### src/include/dcs_defs.svh
`ifndef DCS_DEFS_SVH
`define DCS_DEFS_SVH

// largest parameter count of any supported opcode
`define DCS_MAX_PARAMS 4

// cycles the executor holds cmd ready low after a soft reset
`define DCS_RESET_WAIT 6

// unknown-opcode counter width, saturates at all ones
`define DCS_UNK_CNT_W 8

`endif

### src/verilog/dcs_pkg.sv
`default_nettype none

package dcs_pkg;

    // supported DCS write opcodes
    typedef enum logic [7:0] {
        SOFT_RESET       = 8'h01,
        SLEEP_IN         = 8'h10,
        SLEEP_OUT        = 8'h11,
        DISPLAY_OFF      = 8'h28,
        DISPLAY_ON       = 8'h29,
        SET_COLUMN_ADDR  = 8'h2A,
        SET_PAGE_ADDR    = 8'h2B,
        SET_ADDR_MODE    = 8'h36,
        SET_PIXEL_FORMAT = 8'h3A
    } dcs_opcode_e;

    // parameter word, first received byte in bytes[3]
    typedef union packed {
        logic [3:0][7:0] bytes;
        struct packed {
            logic [15:0] start_addr;
            logic [15:0] end_addr;
        } window;
    } dcs_param_u;

    typedef struct packed {
        logic [15:0] col_start;
        logic [15:0] col_end;
        logic [15:0] page_start;
        logic [15:0] page_end;
        logic [7:0]  pixel_format;
        logic [7:0]  addr_mode;
        logic        display_on;
        logic        sleep_out;
    } dcs_panel_state_s;

    // power-on and soft reset values
    localparam dcs_panel_state_s DCS_STATE_DEFAULT = '{
        col_start:    16'h0000,
        col_end:      16'h013F,
        page_start:   16'h0000,
        page_end:     16'h01DF,
        pixel_format: 8'h66,
        addr_mode:    8'h00,
        display_on:   1'b0,
        sleep_out:    1'b0
    };

endpackage

`default_nettype wire

### src/verilog/dcs_cmd_if.sv
`default_nettype none

// one parsed command, parser to executor
interface dcs_cmd_if ();
    import dcs_pkg::*;

    logic        valid;
    logic        ready;
    dcs_opcode_e opcode;
    dcs_param_u  params;

    modport source (
        output valid,
        output opcode,
        output params,
        input  ready
    );

    modport sink (
        input  valid,
        input  opcode,
        input  params,
        output ready
    );

endinterface

`default_nettype wire

### src/verilog/dcs_cmd_parser.sv
`default_nettype none

`include "dcs_defs.svh"

module dcs_cmd_parser (
    input  wire                       clk,
    input  wire                       rst_n,
    input  wire                       byte_valid,
    input  wire  [7:0]                byte_data,
    output logic                      byte_ready,
    output logic [`DCS_UNK_CNT_W-1:0] unk_count,
    dcs_cmd_if.source                 cmd
);
    import dcs_pkg::*;

    localparam int CNT_W = $clog2(`DCS_MAX_PARAMS + 1);

    localparam logic [1:0] ST_IDLE    = 2'd0;
    localparam logic [1:0] ST_COLLECT = 2'd1;
    localparam logic [1:0] ST_ISSUE   = 2'd2;

    logic [1:0]       state_q;
    logic [CNT_W-1:0] remain_q;
    dcs_opcode_e      opcode_q;
    dcs_param_u       params_q;
    logic             op_known;
    logic [CNT_W-1:0] op_nparams;
    logic             byte_take;
    logic             opcode_take;

    // command table, fixed by the DCS spec
    always_comb begin
        op_known   = 1'b1;
        op_nparams = '0;
        case (byte_data)
            SOFT_RESET,
            SLEEP_IN,
            SLEEP_OUT,
            DISPLAY_OFF,
            DISPLAY_ON: begin
                op_nparams = '0;
            end
            SET_COLUMN_ADDR,
            SET_PAGE_ADDR: begin
                op_nparams = CNT_W'(`DCS_MAX_PARAMS);
            end
            SET_ADDR_MODE,
            SET_PIXEL_FORMAT: begin
                op_nparams = CNT_W'(1);
            end
            default: begin
                op_known = 1'b0;
            end
        endcase
    end

    // stall the byte stream while a finished command waits
    assign byte_ready  = (state_q != ST_ISSUE);
    assign byte_take   = byte_valid && byte_ready;
    assign opcode_take = byte_take && (state_q == ST_IDLE);

    assign cmd.valid  = (state_q == ST_ISSUE);
    assign cmd.opcode = opcode_q;
    assign cmd.params = params_q;

    always_ff @(posedge clk or negedge rst_n) begin
        if (!rst_n) begin
            state_q  <= ST_IDLE;
            remain_q <= '0;
        end else begin
            case (state_q)
                ST_IDLE: begin
                    if (opcode_take && op_known) begin
                        if (op_nparams == '0) begin
                            state_q <= ST_ISSUE;
                        end else begin
                            state_q  <= ST_COLLECT;
                            remain_q <= op_nparams;
                        end
                    end
                end
                ST_COLLECT: begin
                    if (byte_take) begin
                        remain_q <= remain_q - 1'b1;
                        if (remain_q == CNT_W'(1)) begin
                            state_q <= ST_ISSUE;
                        end
                    end
                end
                ST_ISSUE: begin
                    if (cmd.ready) begin
                        state_q <= ST_IDLE;
                    end
                end
                default: begin
                    state_q <= ST_IDLE;
                end
            endcase
        end
    end

    // opcode latch and parameter shift register
    always_ff @(posedge clk) begin
        if (opcode_take) begin
            opcode_q <= dcs_opcode_e'(byte_data);
            params_q <= '0;
        end else if (byte_take) begin
            // only COLLECT accepts bytes outside IDLE
            params_q.bytes <= {params_q.bytes[2:0], byte_data};
        end
    end

    // dropped opcodes, saturating
    always_ff @(posedge clk or negedge rst_n) begin
        if (!rst_n) begin
            unk_count <= '0;
        end else if (opcode_take && !op_known && (unk_count != '1)) begin
            unk_count <= unk_count + 1'b1;
        end
    end

endmodule

`default_nettype wire

### src/verilog/dcs_reg_exec.sv
`default_nettype none

`include "dcs_defs.svh"

module dcs_reg_exec (
    input  wire                       clk,
    input  wire                       rst_n,
    dcs_cmd_if.sink                   cmd,
    output dcs_pkg::dcs_panel_state_s state,
    output logic                      cmd_done
);
    import dcs_pkg::*;

    localparam int WAIT_W = $clog2(`DCS_RESET_WAIT + 1);

    logic              cmd_take;
    logic              pend_valid;
    dcs_opcode_e       pend_opcode;
    dcs_param_u        pend_params;
    logic [WAIT_W-1:0] wait_cnt;

    // refuse commands while the soft reset settles
    assign cmd.ready = (wait_cnt == '0);
    assign cmd_take  = cmd.valid && cmd.ready;

    // accepted command held for one cycle, applied on the next edge
    always_ff @(posedge clk or negedge rst_n) begin
        if (!rst_n) begin
            pend_valid <= 1'b0;
        end else begin
            pend_valid <= cmd_take;
        end
    end

    always_ff @(posedge clk) begin
        if (cmd_take) begin
            pend_opcode <= cmd.opcode;
            pend_params <= cmd.params;
        end
    end

    // settle counter starts at the accept edge of SOFT_RESET
    always_ff @(posedge clk or negedge rst_n) begin
        if (!rst_n) begin
            wait_cnt <= '0;
        end else if (cmd_take && (cmd.opcode == SOFT_RESET)) begin
            wait_cnt <= WAIT_W'(`DCS_RESET_WAIT);
        end else if (wait_cnt != '0) begin
            wait_cnt <= wait_cnt - 1'b1;
        end
    end

    // panel control registers
    always_ff @(posedge clk or negedge rst_n) begin
        if (!rst_n) begin
            state <= DCS_STATE_DEFAULT;
        end else if (pend_valid) begin
            case (pend_opcode)
                SOFT_RESET: begin
                    state <= DCS_STATE_DEFAULT;
                end
                SLEEP_IN: begin
                    state.sleep_out <= 1'b0;
                end
                SLEEP_OUT: begin
                    state.sleep_out <= 1'b1;
                end
                DISPLAY_OFF: begin
                    state.display_on <= 1'b0;
                end
                DISPLAY_ON: begin
                    state.display_on <= 1'b1;
                end
                SET_COLUMN_ADDR: begin
                    state.col_start <= pend_params.window.start_addr;
                    state.col_end   <= pend_params.window.end_addr;
                end
                SET_PAGE_ADDR: begin
                    state.page_start <= pend_params.window.start_addr;
                    state.page_end   <= pend_params.window.end_addr;
                end
                // single parameter lands in the last byte
                SET_ADDR_MODE: begin
                    state.addr_mode <= pend_params.bytes[0];
                end
                SET_PIXEL_FORMAT: begin
                    state.pixel_format <= pend_params.bytes[0];
                end
                default: begin
                    state <= state;
                end
            endcase
        end
    end

    // pulse lines up with the new state
    always_ff @(posedge clk or negedge rst_n) begin
        if (!rst_n) begin
            cmd_done <= 1'b0;
        end else begin
            cmd_done <= pend_valid;
        end
    end

endmodule

`default_nettype wire

### src/verilog/dcs_ctrl_top.sv
`default_nettype none

`include "dcs_defs.svh"

module dcs_ctrl_top (
    input  wire                       clk,
    input  wire                       rst_n,
    input  wire                       byte_valid,
    input  wire  [7:0]                byte_data,
    output logic                      byte_ready,
    output logic [15:0]               col_start,
    output logic [15:0]               col_end,
    output logic [15:0]               page_start,
    output logic [15:0]               page_end,
    output logic [7:0]                pixel_format,
    output logic [7:0]                addr_mode,
    output logic                      display_on,
    output logic                      sleep_out,
    output logic                      cmd_done,
    output logic [`DCS_UNK_CNT_W-1:0] unk_count
);
    import dcs_pkg::*;

    dcs_panel_state_s panel_state;

    dcs_cmd_if cmd_if ();

    dcs_cmd_parser parser_i (
        .clk        (clk),
        .rst_n      (rst_n),
        .byte_valid (byte_valid),
        .byte_data  (byte_data),
        .byte_ready (byte_ready),
        .unk_count  (unk_count),
        .cmd        (cmd_if)
    );

    dcs_reg_exec exec_i (
        .clk      (clk),
        .rst_n    (rst_n),
        .cmd      (cmd_if),
        .state    (panel_state),
        .cmd_done (cmd_done)
    );

    // state struct out as plain ports
    assign col_start    = panel_state.col_start;
    assign col_end      = panel_state.col_end;
    assign page_start   = panel_state.page_start;
    assign page_end     = panel_state.page_end;
    assign pixel_format = panel_state.pixel_format;
    assign addr_mode    = panel_state.addr_mode;
    assign display_on   = panel_state.display_on;
    assign sleep_out    = panel_state.sleep_out;

endmodule

`default_nettype wire

### config.mk
export PLATFORM = sky130hd
export DESIGN_NAME = dcs_ctrl_top
export DESIGN_NICKNAME = d
export VERILOG_FILES = /design/src/verilog/dcs_pkg.sv /design/src/verilog/dcs_cmd_if.sv /design/src/verilog/dcs_cmd_parser.sv /design/src/verilog/dcs_reg_exec.sv /design/src/verilog/dcs_ctrl_top.sv
export VERILOG_INCLUDE_DIRS = /design/src /design/src/include
export SDC_FILE = /design/constraint.sdc
export NUM_CORES = 1
export LEC_CHECK = 0
export BUFFER_PORTS_ARGS = -buffer_cell sky130_fd_sc_hd__buf_2
export CORE_MARGIN = 2
export CORE_UTILIZATION = 50
export CTS_CLUSTER_SIZE = 24
export DETAILED_ROUTE_END_ITERATION = 10
export PLACE_DENSITY = 0.74
export SYNTH_ARGS = -nofsm -noshare
export SYNTH_HDL_FRONTEND = slang
export SYNTH_SLANG_ARGS = --single-unit
### constraint.sdc
create_clock -name clk -period 3.2 [get_ports clk]
set_input_delay 0.16 -clock clk [delete_from_list [all_inputs] [get_ports clk]]
set_output_delay 0.16 -clock clk [all_outputs]
set_load 0.05 [all_outputs]
==> run_results.csv <==
group,metric,value,unit
status,status,"completed",
setup_path,crit_slowest_cell,"or3b_1",
timing,finalSetupTns,0,ns
clock_tree,cts_buffer_depth,2,
floorplan,fp.dieH,120,um
clock_tree,cts_tree,"done",
route,vias_per_cell,5.43,
layout,fin_nets,658,
placement,place_area,0.00736,mm2
floorplan,num_rows,42,
timing,relSlewSlack,30.4,%
synthesis,synth_edf_count,48,
timing,fin_skew,0.0122,ns
clock_tree,cts_resized,0,
setup_path,path_class,"reg -> reg",
global_route,grt_max_degree,42,
global_route,track_usage,20.5,%
floorplan,coreArea,0.0131,mm2
clock_tree,h-tree-depth,4,
timing,fin_crit,2.24,ns
synthesis,yosys_warnings,0,
timing,drv_slew,0,
route,ant_nets,0,
setup_path,critPathArrivalTime,2.54,ns
synthesis,syn_inst,534,
floorplan,ios,103,
global_route,grt.overflow.total,0,
setup_path,crit_path_start_kind,"register",
synthesis,yosysSeqAreaShare,68.9,%
synthesis,async_flop_share,55.6,%
placement,hpwl,9.51,mm
setup_path,crit_path_end_kind,"register",
layout,final_cells,831,
setup_path,worst-r2r-cell-count,6,
synthesis,ys_seq_elements,180,
setup_path,max_stage_delay,0.39,ns
route,routed_wl,14.0,mm
setup_path,cp_top_family,"simple AND/OR/NAND/NOR gates",
layout,stdcell_area,0.00800,mm2
power_and_ir_drop,power.leakage,3.62,nW
setup_path,cp_num_buf_inv,1,
setup_path,crit_path_end,"exec_i.state[66]$_DFFE_PN0P_",
hold_path,hold_class,"in -> reg",
global_route,antenna_found_initial,0,
clock_tree,worstSkewPairLatency,0.42,ns
route,drc,0,
placement,port_buffers,102,
layout,area_growth,19.6,%
setup_path,r2r-end,"exec_i.state[66]$_DFFE_PN0P_",
synthesis,netlist_area,0.00669,mm2
power_and_ir_drop,p_total,5.82,mW
timing,rsz0062_at_grt,"no",
power_and_ir_drop,peakVddDrop,0.573,mV
placement,post-place-cells,796,
clock_tree,cts-root-buf,"clkbuf_16",
layout,final_common_cell,"nand2_1",
timing,finalCritPeriodShare,69.9,%
placement,place.gp.congestion,0.779,
synthesis,dominantRegCellSynth,"dfrtp_1",
clock_tree,cts.sinks,180,
timing,final-setup-viol-count,0,
setup_path,cp_data_required_time,3.51,ns
clock_tree,post_cts_buffers,0,
hold_path,min_path_cells,1,
synthesis,syn_avg_cell_area,12.5,um2
global_route,grt_pass1_wl,22.7,mm
synthesis,syn-num-nets,550,
global_route,grt_pass1_vias,4444,
route,first_pass_iters,5,
setup_path,worstPathCellList,"or3b_1 -> nor3_2 -> and2_1 -> buf_4 -> nor2_2 -> a22o_1",
timing,max_freq,0.447,GHz
layout,layout_common_cells,"108 x nand2_1, 101 x buf_2, 81 x dfrtp_1",
floorplan,dieArea,0.0143,mm2
timing,worst_pin_slew,1.04,ns
layout,drive_above_1_share,25.8,%
layout,antenna_cells,0,
run,drv_cap,0,
setup_path,cp-startpoint,"exec_i.pend_opcode[7]$_DFFE_PP_",
synthesis,synth_cell_types,51,
setup_path,path_max_fanout,26,
setup_path,reg2reg_slack,0.96,ns
clock_tree,path_clk_slew,0.06,ns
route,route.vias.total,4514,
clock_tree,cts_buffers,17,
route,post_drt_wl_per_cell,16.8,um
timing,hold_viol,0,
setup_path,crit_cells,6,
setup_path,reg2reg_from,"exec_i.pend_opcode[7]$_DFFE_PP_",
floorplan,die_w,120,um
floorplan,initial_core_util,50.9,%
power_and_ir_drop,power_per_cell_area,727,mW/mm2
timing,timing.hold.ws,0.0212,ns
route,drt_iter0_drc,492,
-- where the power goes --
part,internal (mW),switching [mW],total [mW]
Sequential,2.62,0.200,2.82
Combinational,0.266,0.653,0.919
Clock,1.24,0.838,2.07
Total,4.12,1.69,5.82
-- worst min-delay path by stage --
stage | start | end | slack, ns
finish | byte_data[5] | parser_i.cmd.opcode[5]$_DFFE_PP_ | 0.02
detailed placement | rst_n | exec_i.state[5]$_DFFE_PN0P_ | 0.12
global placement | rst_n | exec_i.state[5]$_DFFE_PN0P_ | 0.12
CTS | byte_data[0] | parser_i.cmd.opcode[0]$_DFFE_PP_ | 0.006
floorplan | rst_n | exec_i.cmd_done$_DFF_PN0_ | -0.14
global route | byte_data[0] | parser_i.cmd.opcode[0]$_DFFE_PP_ | 0.008
-- state kept, by name, summed over array words and instances (netlist names) --
name,flops
exec_i.pend_params,32
parser_i.unk_count,8
exec_i.pend_valid,1
parser_i.cmd.params,32
exec_i.cmd_done,1
exec_i.wait_cnt,3
exec_i.pend_opcode,8
parser_i.state_q,2
parser_i.remain_q,3
parser_i.cmd.opcode,8
exec_i.state,82
-- synthesized netlist by cell type (2+ instances only) --
cell	number	area [um2]
a21o_1	2	15.0
a21oi_1	36	180
a22o_1	49	429
a32o_1	2	20.0
and2_1	2	12.5
and3_1	3	18.8
and4_1	2	17.5
buf_2	6	30.0
buf_4	2	15.0
buf_6	3	33.8
clkbuf_1	12	45.0
dfrtp_1	81	2030
dfstp_2	19	499
dfxtp_1	32	641
edfxtp_1	48	1440
ha_1	5	62.6
inv_1	11	41.3
mux2_1	3	33.8
nand2_1	108	405
nand2b_1	3	18.8
nand3_1	13	65.1
nand3b_1	2	15.0
nand4_1	6	37.5
nor2_1	13	48.8
nor2_2	2	12.5
nor2b_1	5	31.3
nor3_1	3	15.0
o21ai_0	18	90.1
o22a_1	15	131
or2b_1	2	15.0
or3b_2	2	17.5
xnor2_1	4	35.0
xor2_1	2	17.5
-- worst reg2reg max path, cell delays in order, from the launching register on --
cell and delay, ns:
edfxtp_1 0.37, or3b_1 0.39, nor3_2 0.33, and2_1 0.19, buf_4 0.29, nor2_2 0.26, a22o_1 0.29
-- cell type report --
class | count | area (um2)
flip-flops and latches | 180 | 4610
clock buffers | 24 | 524
clock inverters | 8 | 81.3
fillers | 1003 | 5140
inverters | 11 | 41.3
multi-input cells | 319 | 1920
well taps | 176 | 220
repair buffers | 113 | 603
-- logic make-up (layout without fill, tap and decap cells) --
family	Yosys count	in the layout	share of synthesized area [%]
DFF	180	180	68.9
adders and majority gates	5	5	0.935
muxes	4	4	0.654
and+or+nand+nor	176	176	12.4
AOI/OAI and AO/OA	128	128	13.9
buffers and inverters	35	156	2.52
xor gates and xnor gates	6	6	0.785
-- per-stage QoR --
| step | worst slack, ns | util [%] |
|---|---|---|
| after floorplan | 0.419 | - |
| after global placement | 1.04 | 56.1 |
| after detailed placement | 0.969 | 56.1 |
| after CTS | 0.920 | 60.9 |
| after global routing | 0.813 | 60.9 |
| final | 0.963 | 60.9 |
-- layer usage --
metal | up-vias | wire length (um) | global-route usage (%)
met5 | - | 0 | 0
met1 | 2217 | 6300 | 27.6
li1 | 2136 | - | -
met3 | 13 | 800 | 5.56
met4 | 0 | 166 | 6.62
met2 | 148 | 6740 | 32.6
-- timing repair --
action | 4_1_cts | 5_1_grt
endpoints found under the setup margin | 0 | 0
hold endpoints to repair | 34 | 0
hold buffers | 3 | 0
Power figures use the tool's default switching activity.
